[src/design/dll_pkg.sv]
package dll_pkg;

   // Correlator magnitudes, unsigned
   localparam int IQ_WIDTH = 16;
   typedef logic [IQ_WIDTH-1:0] iq_t;

   // Channel tag that travels with each request
   localparam int CHANNEL_ID_WIDTH = 4;
   typedef logic [CHANNEL_ID_WIDTH-1:0] channel_id_t;

   // Sum and difference before truncation
   // One extra bit so early plus late cannot overflow
   localparam int OP_PRE_WIDTH = IQ_WIDTH + 1;
   typedef logic [OP_PRE_WIDTH-1:0] op_pre_t;

   // Bit position inside an op_pre_t
   localparam int OP_INDEX_WIDTH = 5;
   typedef logic [OP_INDEX_WIDTH-1:0] op_index_t;

   // Truncated operand width seen by the multiplier and divider
   localparam int OP_WIDTH = 10;
   typedef logic [OP_WIDTH-1:0] op_t;

   // Gain K, fixed point, scaled up by 2**SCALE_SHIFT
   localparam int SCALE_WIDTH = 16;
   localparam logic [SCALE_WIDTH-1:0] DLL_SCALE = 16'd51471;
   localparam int SCALE_SHIFT = 8;

   // Product of a truncated difference and K
   localparam int MULT_WIDTH = OP_WIDTH + SCALE_WIDTH;
   typedef logic [MULT_WIDTH-1:0] mult_t;

   // Signed phase-increment correction
   localparam int DPHI_WIDTH = 16;
   typedef logic signed [DPHI_WIDTH-1:0] dphi_t;

   // One restoring step per numerator bit
   localparam int DIV_STEPS = MULT_WIDTH;

   // Start cycle to result_ready pulse
   // 1 prep + 2 detect + 1 select + 1 load + DIV_STEPS divide
   localparam int DLL_LATENCY = 5 + DIV_STEPS;

   // Ratio core FSM
   typedef enum logic [1:0] {
      IDLE,
      LOAD,
      DIVIDE,
      DONE
   } core_state_t;

endpackage

[src/design/dll_operand_prep.sv]
`timescale 1ns/1ps

module dll_operand_prep
   import dll_pkg::*;
(
   input  logic        clk,
   input  logic        rst_n,
   input  logic        start,
   input  channel_id_t tag,
   input  iq_t         iq_early,
   input  iq_t         iq_late,
   output op_pre_t     sum_pre,
   output op_pre_t     diff_abs,
   output logic        diff_neg,
   output channel_id_t req_tag,
   output logic        op_valid
);

   // Counter wide enough to hold DLL_LATENCY
   typedef logic [$clog2(DLL_LATENCY+1)-1:0] lat_cnt_t;

   op_pre_t  early_ext;
   op_pre_t  late_ext;
   op_pre_t  sum_d;
   op_pre_t  diff_d;
   logic     late_gt;
   lat_cnt_t pend_cnt;
   logic     pending;
   logic     accept;

   // Zero-extend so the sum keeps its carry
   assign early_ext = op_pre_t'(iq_early);
   assign late_ext  = op_pre_t'(iq_late);

   assign sum_d   = early_ext + late_ext;
   assign late_gt = iq_late > iq_early;

   // Magnitude only, sign kept aside for the final result
   assign diff_d = late_gt ? late_ext - early_ext : early_ext - late_ext;

   // A request is in flight until its result has been presented
   assign pending = pend_cnt != '0;
   assign accept  = start && !pending;

   always_ff @(posedge clk or negedge rst_n) begin
      if (!rst_n) begin
         pend_cnt <= '0;
         op_valid <= 1'b0;
      end else begin
         op_valid <= accept;
         if (accept) begin
            pend_cnt <= lat_cnt_t'(DLL_LATENCY);
         end else if (pending) begin
            pend_cnt <= pend_cnt - 1'b1;
         end
      end
   end

   // Operands stay put until the next accepted start
   // Detectors and ratio core read them over many cycles
   always_ff @(posedge clk) begin
      if (accept) begin
         sum_pre  <= sum_d;
         diff_abs <= diff_d;
         diff_neg <= late_gt;
         req_tag  <= tag;
      end
   end

   // No new start until the previous result has come out
   a_no_start_pending: assert property (
      @(posedge clk) disable iff (!rst_n)
      start |-> !pending
   );

endmodule

[src/design/dll_lead_detect.sv]
`timescale 1ns/1ps

module dll_lead_detect
   import dll_pkg::*;
(
   input  logic      clk,
   input  logic      rst_n,
   input  op_pre_t   operand,
   input  logic      operand_valid,
   output op_index_t index,
   output logic      index_valid
);

   // Stage one results, per half
   logic      hi_found_d;
   op_index_t hi_pos_d;
   op_index_t lo_pos_d;

   logic      s1_valid;
   logic      hi_found;
   op_index_t hi_pos;
   op_index_t lo_pos;

   // Scan each half, last hit wins so the top set bit is kept
   always_comb begin
      hi_found_d = 1'b0;
      hi_pos_d   = '0;
      lo_pos_d   = '0;
      for (int i = 0; i < OP_PRE_WIDTH/2; i++) begin
         if (operand[i]) begin
            lo_pos_d = op_index_t'(i);
         end
      end
      for (int i = OP_PRE_WIDTH/2; i < OP_PRE_WIDTH; i++) begin
         if (operand[i]) begin
            hi_found_d = 1'b1;
            hi_pos_d   = op_index_t'(i);
         end
      end
   end

   // Valid strobes travel with the data
   always_ff @(posedge clk or negedge rst_n) begin
      if (!rst_n) begin
         s1_valid    <= 1'b0;
         index_valid <= 1'b0;
      end else begin
         s1_valid    <= operand_valid;
         index_valid <= s1_valid;
      end
   end

   always_ff @(posedge clk) begin
      // Stage one, partial positions per half
      if (operand_valid) begin
         hi_found <= hi_found_d;
         hi_pos   <= hi_pos_d;
         lo_pos   <= lo_pos_d;
      end
      // Stage two, upper half takes priority
      // Zero operand falls through to lo_pos, which is zero
      if (s1_valid) begin
         index <= hi_found ? hi_pos : lo_pos;
      end
   end

endmodule

[src/design/dll_ratio_core.sv]
`timescale 1ns/1ps

module dll_ratio_core
   import dll_pkg::*;
(
   input  logic        clk,
   input  logic        rst_n,
   input  op_pre_t     sum_pre,
   input  op_pre_t     diff_abs,
   input  logic        diff_neg,
   input  channel_id_t req_tag,
   input  logic        op_valid,
   input  op_index_t   sum_index,
   input  op_index_t   diff_index,
   input  logic        index_valid,
   output logic        busy,
   output logic        result_ready,
   output channel_id_t result_tag,
   output dphi_t       delta_phase_increment
);

   // Step counter for the serial divider
   typedef logic [$clog2(DIV_STEPS)-1:0] step_t;

   core_state_t state;
   step_t       step;
   logic        busy_q;
   logic        last_step;

   // Truncation
   op_index_t   max_index;
   op_index_t   shamt;
   op_t         sum_trunc;
   op_t         diff_trunc;

   // Divider registers
   // quo starts as the numerator and shifts quotient bits in from the right
   op_t         den;
   op_t         rem;
   mult_t       quo;
   logic        neg_q;
   channel_id_t tag_q;

   // One restoring step
   logic [OP_WIDTH:0] trial;
   logic        fits;
   op_t         rem_next;
   mult_t       quo_next;
   mult_t       quo_final;
   dphi_t       mag;

   // Keep OP_WIDTH bits below the leading one of the larger operand
   // Small operands already fit and pass unshifted
   always_comb begin
      if (max_index >= op_index_t'(OP_WIDTH-1)) begin
         shamt = max_index - op_index_t'(OP_WIDTH-1);
      end else begin
         shamt = '0;
      end
   end

   // Same shift on both keeps the ratio, and diff <= sum still holds
   assign sum_trunc  = op_t'(sum_pre >> shamt);
   assign diff_trunc = op_t'(diff_abs >> shamt);

   // Bring down the next numerator bit, subtract if it fits
   assign trial    = {rem, quo[MULT_WIDTH-1]};
   assign fits     = trial >= {1'b0, den};
   assign rem_next = fits ? op_t'(trial - {1'b0, den}) : op_t'(trial);
   assign quo_next = {quo[MULT_WIDTH-2:0], fits};

   // Zero denominator means early and late were both zero
   assign quo_final = (den == '0) ? '0 : quo_next;

   // Undo the fixed-point scale of K
   assign mag = dphi_t'(quo_final >> SCALE_SHIFT);

   assign last_step = (state == DIVIDE) && (step == step_t'(DIV_STEPS-1));

   always_ff @(posedge clk or negedge rst_n) begin
      if (!rst_n) begin
         state                 <= IDLE;
         step                  <= '0;
         busy_q                <= 1'b0;
         result_tag            <= '0;
         delta_phase_increment <= '0;
      end else begin
         case (state)
            IDLE: begin
               if (index_valid) begin
                  state <= LOAD;
               end
            end
            LOAD: begin
               state <= DIVIDE;
               step  <= '0;
            end
            DIVIDE: begin
               step <= step + 1'b1;
               if (last_step) begin
                  state      <= DONE;
                  result_tag <= tag_q;
                  // Late ahead of early gives a negative correction
                  delta_phase_increment <= neg_q ? -mag : mag;
               end
            end
            DONE: begin
               state <= IDLE;
            end
            default: begin
               state <= IDLE;
            end
         endcase

         // Held from the cycle after op_valid until the result pulse
         if (op_valid) begin
            busy_q <= 1'b1;
         end else if (state == DONE) begin
            busy_q <= 1'b0;
         end
      end
   end

   always_ff @(posedge clk) begin
      // Larger leading-one position sets the common truncation
      if (state == IDLE && index_valid) begin
         max_index <= (sum_index > diff_index) ? sum_index : diff_index;
      end
      if (state == LOAD) begin
         den   <= sum_trunc;
         quo   <= mult_t'(diff_trunc) * mult_t'(DLL_SCALE);
         rem   <= '0;
         neg_q <= diff_neg;
         tag_q <= req_tag;
      end else if (state == DIVIDE) begin
         rem <= rem_next;
         quo <= quo_next;
      end
   end

   // busy covers op_valid itself, before busy_q can follow
   assign busy         = busy_q | op_valid;
   assign result_ready = state == DONE;

   // Detector results only come while no division is running
   a_index_in_idle: assert property (
      @(posedge clk) disable iff (!rst_n)
      index_valid |-> state == IDLE
   );

   // |early - late| <= early + late bounds the ratio by one
   a_quo_bound: assert property (
      @(posedge clk) disable iff (!rst_n)
      last_step |-> quo_final <= mult_t'(DLL_SCALE)
   );

endmodule

[src/design/dll_discriminator.sv]
`timescale 1ns/1ps

module dll_discriminator
   import dll_pkg::*;
(
   input  logic        clk,
   input  logic        rst_n,
   input  logic        start,
   input  channel_id_t tag,
   input  iq_t         iq_early,
   input  iq_t         iq_late,
   output logic        busy,
   output logic        result_ready,
   output channel_id_t result_tag,
   output dphi_t       delta_phase_increment
);

   // Registered request
   op_pre_t     sum_pre;
   op_pre_t     diff_abs;
   logic        diff_neg;
   channel_id_t req_tag;
   logic        op_valid;

   // Leading-one positions
   op_index_t   sum_index;
   op_index_t   diff_index;
   logic        sum_valid;

   dll_operand_prep prep (
      .clk      (clk),
      .rst_n    (rst_n),
      .start    (start),
      .tag      (tag),
      .iq_early (iq_early),
      .iq_late  (iq_late),
      .sum_pre  (sum_pre),
      .diff_abs (diff_abs),
      .diff_neg (diff_neg),
      .req_tag  (req_tag),
      .op_valid (op_valid)
   );

   // Both detectors run side by side on the same strobe
   dll_lead_detect sum_detect (
      .clk           (clk),
      .rst_n         (rst_n),
      .operand       (sum_pre),
      .operand_valid (op_valid),
      .index         (sum_index),
      .index_valid   (sum_valid)
   );

   dll_lead_detect diff_detect (
      .clk           (clk),
      .rst_n         (rst_n),
      .operand       (diff_abs),
      .operand_valid (op_valid),
      .index         (diff_index),
      .index_valid   ()
   );

   // Sum-side strobe paces the core
   dll_ratio_core core (
      .clk                   (clk),
      .rst_n                 (rst_n),
      .sum_pre               (sum_pre),
      .diff_abs              (diff_abs),
      .diff_neg              (diff_neg),
      .req_tag               (req_tag),
      .op_valid              (op_valid),
      .sum_index             (sum_index),
      .diff_index            (diff_index),
      .index_valid           (sum_valid),
      .busy                  (busy),
      .result_ready          (result_ready),
      .result_tag            (result_tag),
      .delta_phase_increment (delta_phase_increment)
   );

endmodule

[config.mk]
export PLATFORM = sky130hd
export DESIGN_NAME = dll_discriminator
export DESIGN_NICKNAME = d
export VERILOG_FILES = /design/src/design/dll_pkg.sv /design/src/design/dll_operand_prep.sv /design/src/design/dll_lead_detect.sv /design/src/design/dll_ratio_core.sv /design/src/design/dll_discriminator.sv
export SDC_FILE = /design/constraint.sdc
export NUM_CORES = 1
export LEC_CHECK = 0
export ABC_AREA = 1
export ABC_CLOCK_PERIOD_IN_PS = 5830
export BUFFER_PORTS_ARGS = -buffer_cell sky130_fd_sc_hd__buf_4
export CORE_MARGIN = 2
export CORE_UTILIZATION = 44
export DETAILED_ROUTE_END_ITERATION = 6
export PLACE_DENSITY = 0.7
export SLEW_MARGIN = 25
export SYNTH_ARGS = -nofsm -noshare
export SYNTH_HDL_FRONTEND = slang
export SYNTH_HIERARCHICAL = 1
export SYNTH_SLANG_ARGS = --single-unit
[constraint.sdc]
create_clock -name clk -period 5.83 [get_ports clk]
set_input_delay 0.2915 -clock clk [delete_from_list [all_inputs] [get_ports clk]]
set_output_delay 0.2915 -clock clk [all_outputs]
set_load 0.005 [all_outputs]
* Word-level counts from Yosys, hierarchy flattened
Index checks and enable logic that the tools add are counted.
** Operators by class
- Multiplexer cells :: 48
- $lt $le $gt $ge :: 4
- Multipliers :: 1
- Shifts and indexed selects :: 2
- Equality and inequality tests :: 6
- Bitwise operators :: 1
- Reduce and logical (&&, ||, !) cells :: 20
- $add $sub $neg :: 8
** Operators by type and width (number)
- 4-bit 2-to-1 mux :: 16
- 26-bit 2-to-1 mux :: 2
- 17-bit by 5-bit right shift with 10-bit output :: 2
- 16-bit by 16-bit subtractor with 17-bit output :: 2
- 5-bit 2-to-1 mux :: 6
- 10-bit by 16-bit multiplier with 26-bit output, second input constant :: 1
- 24-bit 2-to-1 mux :: 1
- 16-bit by 16-bit adder with 17-bit output :: 1
- 17-bit 2-to-1 mux :: 1
- 16-bit > comparator :: 1
- 16-bit 2-to-1 mux :: 1
- 2-bit 2-to-1 mux :: 8
- 16-bit negation :: 1
- 8-bit OR reduction :: 2
- 6-bit OR reduction :: 2
- 11-bit by 10-bit greater-or-equal comparator with 1-bit output :: 1
- 10-bit zero test :: 1
- 10-bit 2-to-1 mux :: 1
- 5-bit case mux with 2 select lines :: 1
- 10-bit subtractor :: 1
- 1-bit 2-to-1 mux :: 8
- 2-bit case mux with 4 select lines :: 1
- 4-bit OR reduction :: 2
- 3-bit 2-to-1 mux :: 2
- 18 further kinds :: 25
** Storage, ports and cells
- Input port bits :: 39
- Output and inout port bits :: 22
- Bits in registers :: 163
- Word-level logic and storage cells :: 123

* Logic depth before layout (Yosys ltp)
- Depth after elaboration :: 8
- Depth in mapped cells :: 37
- Mapped depth without buffers :: 36

* Hierarchy
The synthesis kept the hierarchy.
** Modules (own cells, without submodules)
- dll_ratio_core :: times used 1, seq. area each 2282.2 um^2, area an instance 9007.4 um^2, cells an instance 1239
- dll_operand_prep :: times used 1, seq. area each 1291.2 um^2, area an instance 4495.6 um^2, cells an instance 659
- dll_lead_detect :: times used 2, seq. area each 470.5 um^2, area an instance 665.6 um^2, cells an instance 56

* Worst setup path before layout
Ideal clock, no wire load.
- Path type :: reg-to-reg
- Start point :: register core.max_index[0]
- End point :: register core.quo[18] (data pin)
- Library setup time :: 268 ps
- Arrival :: 5549 ps
- Data required time :: 5562 ps
- Stages on the path, launching flop included :: 27
- Clock period less this slack :: 5817 ps
- Setup slack :: 13 ps
- Buffers on the path :: 1
- Path through :: edfxtp_1 -> inv_1 -> buf_4 -> ha_1 -> a21oi_1 -> xor2_1 -> nor2_2 -> nor2_2 -> inv_2 -> nor2_1 -> fa_1 -> fa_1 -> fa_1 -> fa_1 -> inv_1 -> fa_1 -> inv_1 -> ha_1 -> a21oi_1 -> o21ai_0 -> a21oi_1 -> nand2_1 -> nand2_1 -> nand2_1 -> or2_2 -> nand3_1 -> o21ai_0
** Between the ends
- Word-level cells in the longest chain between the ends :: 5
- Elaborated cells between the ends (all ways) :: 6
- Those cells by class :: add/sub: 1; mul: 1; order compare: 1; shift: 1; mux: 2
** Ends and longest elaborated chain
- start: declaration :: line dll_ratio_core.sv:31 : op_index_t max_index;
- start signal: assignment :: line dll_ratio_core.sv:127 : max_index <= (sum_index > diff_index) ? sum_index : diff_index;
- 5-bit by 4-bit subtractor with 5-bit output / 5-bit by 4-bit greater-or-equal comparator with 1-bit output (equally long branches) :: line dll_ratio_core.sv:56, dll_ratio_core.sv:55
- 5-bit 2-to-1 mux (*) :: line dll_ratio_core.sv:55 : if (max_index >= op_index_t'(OP_WIDTH-1)) begin
- 17-bit by 5-bit right shift with 10-bit output (*) :: line dll_ratio_core.sv:64 : assign diff_trunc = op_t'(diff_abs >> shamt);
- 10-bit by 16-bit multiplier with 26-bit output (*) :: line dll_ratio_core.sv:131 : quo <= mult_t'(diff_trunc) * mult_t'(DLL_SCALE);
- 26-bit 2-to-1 mux (*) :: line dll_ratio_core.sv:129 : if (state == LOAD) begin
- end signal: assignment :: line dll_ratio_core.sv:131
- end signal: assignment :: line dll_ratio_core.sv:137 : quo <= quo_next;
- end: declaration :: line dll_ratio_core.sv:40 : mult_t quo;
Every way passes the cells marked *; elsewhere a longest branch is shown, timed or not.
A chain may end at the register's enable or synchronous reset.

* Worst setup path after layout
- Start point :: register core.max_index[1]
- End point :: register core.quo[20] (data pin)
The elaborated chain is that of the path after synthesis.

==> impl_metrics.yaml <==
sta:
  timing.final.crit_share_pct: 96.3
  max_freq_ghz: 0.178
  rsz0062_at_grt: "yes"
  finalHoldViolCount: 0
  finalClockSkew_ns: 0.00897
  min_period_ns: 5.62
  tightest_slew_ns: 0.974
  drv_slew: 0
  slew_headroom_pct: 34.8
  fin_hold_ws_ns: 0.0341
  finalSetupViolations: 0
worst_setup_path:
  critPathArrivalTime_ns: 5.78
  critPathKind: "flip-flop to flip-flop"
  crit_required_ns: 5.99
  rrSetupSlack_ns: 0.21
  crit_path_max_incr_delay_ns: 0.53
  critPathMaxFanout: 5
  cp_slowest_cell: "fa_1"
  endpoint_kind: "flip-flop"
  cp-start-kind: "flip-flop"
  r2r_start: "core/max_index[1]"
  r2r-end: "core/quo[20]"
  ff2ff_path_depth: 33
  cpMostUsedCell: "nand2_1"
hold_path:
  worstHoldPathType: "primary input to flip-flop"
  holdPathStages: 1
  hold_start: "tag[2]"
  holdPathEnd: "prep/req_tag[2]"
power:
  ir_drop_mv: 0.233
  powerDensity_mw_per_mm2: 392
  p_leak_nw: 8.64
detailed_routing:
  num_vias: 13326
  drt_iter0_drc: 1002
  vias_per_cell: 5.17
  post-route-drc-count: 1
  routed_wl_mm: 37.5
  routedWlPerCell_um: 14.5
  drt_first_pass_iters: 7
  antenna_left: 0
floorplanning:
  core_sq_mm: 0.0334
  die_h_um: 187
  row_count: 67
  dieArea_sq_mm: 0.0351
  initial_core_util_pct: 44.4
  die_x_um: 187
  ios: 61
grt:
  grt_max_degree: 55
  grt_pass1_wl_mm: 61.4
  grt_pass1_vias: 12758
  antenna_found_initial: 0
  grt_use_total_pct: 21.4
  overflow: 0
yosys:
  synth_nets: 2243
  syn_inst: 2009
  syn_area_per_cell_sq_um: 7.37
  netlist_area_sq_mm: 0.0148
  yosysWarnings: 6
final_layout:
  num-nets-final: 2351
  areaGrowthSynthToFinish_pct: 15.7
  drive_above_1_share_pct: 14.2
  diodes: 0
  post-route-util_pct: 51.3
place:
  hpwl_mm: 29.7
  gp_congestion: 1.00
  port_buffers: 60
cts:
  cts-root-buf: "clkbuf_16"
  clock-sinks: 159
  insertion_delay_ns: 0.44
  cts.clk_slew.worst_paths_ns: 0.06
  htreeDepth: 4
  clockBufferDepth: 2
  cts_tree: "done"
  cts_buffers: 17
outcome:
  violations: "DRC"
  outcome: "finished with violations"
flow_run:
  maxCapViolCount: 0
-- layer usage --
| layer | routed length, um | vias up | global-route usage [%] |
|---|---|---|---|
| met2 | 17600 | 408 | 36.4 |
| li1 | - | 6743 | - |
| met4 | 1180 | 0 | 8.33 |
| met5 | 0 | - | 0 |
| met3 | 1890 | 84 | 2.59 |
| met1 | 16800 | 6091 | 27.8 |
-- critical path, delay by kind of cell, from the launching register on --
kind                       cells  cell delay (ns)
and+or+nand+nor               11             1.01
buffers and inverters         10             0.99
xor gates and xnor gates       1             0.22
DFF                            1             0.36
adders and majority gates      7             2.30
AOI/OAI and AO/OA              4             0.46
-- flip-flops by register name (all words and copies together), names as in the netlist, 10 cells and up --
| signal | flops |
|---|---|
| core/den | 10 |
| core/delta_phase_increment | 16 |
| prep/diff_abs | 16 |
| core/quo | 26 |
| prep/sum_pre | 17 |
| core/rem | 10 |
-- what timing repair did --
item	CTS	global route
hold buffers	1	0
gates resized for setup	9	89
setup buffers	0	11
gates cloned	0	1
pin swaps	4	29
hold endpoints to repair	37	0
setup endpoints to repair	4	18
-- layout by cell type (no fill, tap or decap), types with 4 or more instances in the layout --
cell type	n
fa_1	28
nor2_1	120
nand4_1	22
o21bai_1	10
or2_2	6
nand3_2	8
a21oi_1	95
ha_1	151
a31oi_1	13
nor3_1	18
xor2_1	34
nand3_1	156
fa_2	5
inv_2	25
clkbuf_16	17
nand2_2	21
inv_1	302
mux2_2	6
o21ai_0	75
o21ai_1	31
dfxtp_1	10
nor2_2	12
nor2_4	8
a21oi_2	9
nand2_1	543
ha_2	5
nand3b_1	7
o21a_1	4
edfxtp_1	112
buf_6	6
bufinv_16	5
nand2_8	4
a21o_1	6
o211ai_1	20
ha_4	6
dfrtp_1	37
buf_4	132
xnor2_1	15
-- worst max-delay path by stage --
| stage | startpoint | to | slack (ns) | depth (start not counted) |
|---|---|---|---|---|
| floorplan | core/max_index[0] | core/quo[18] | 0.01 | 26 |
| global placement | core/max_index[1] | core/quo[18] | 0.04 | 31 |
| CTS | core/max_index[1] | core/quo[18] | 0.02 | 28 |
| global route | core/max_index[1] | core/quo[19] | -0.05 | 30 |
| detailed placement | core/max_index[1] | core/quo[18] | -0.12 | 31 |
| finish | core/max_index[1] | core/quo[20] | 0.21 | 33 |
-- report_power, final --
group / total, W / switching, W / leakage [nW] / internal (W)
combinational: 0.00373 / 0.00230 / 6.71 / 0.00143
clock: 0.00123 / 0.000466 / 0.310 / 0.000762
sequential: 0.00175 / 0.000159 / 1.62 / 0.00159
-- stage by stage --
stage / setup WS [ns] / cells / power [W] / area, sq um / setup TNS, ns
3_3_place_gp: 0.0425 / 2533 / 0.00509 / 16000 / 0
3_5_place_dp: -0.119 / 2533 / 0.00516 / 16000 / -0.179
2_1_floorplan: 0.0133 / 2009 / 0.00419 / 14800 / 0
6_report: 0.213 / 2578 / 0.00671 / 17100 / 0
5_1_grt: -0.0464 / 2578 / 0.00729 / 17100 / -0.221
4_1_cts: 0.0192 / 2566 / 0.00644 / 16700 / 0
-- final cells by class --
cell class              instances  area (sq um)
flip-flops and latches        159          4490
repair buffers                140          1090
multi-input cells            1469          9090
clock buffers                  19           433
clock inverters                13           210
inverters                     330          1260
fillers                      3271         16200
well taps                     448           561
Power figures use the tool's default switching activity.
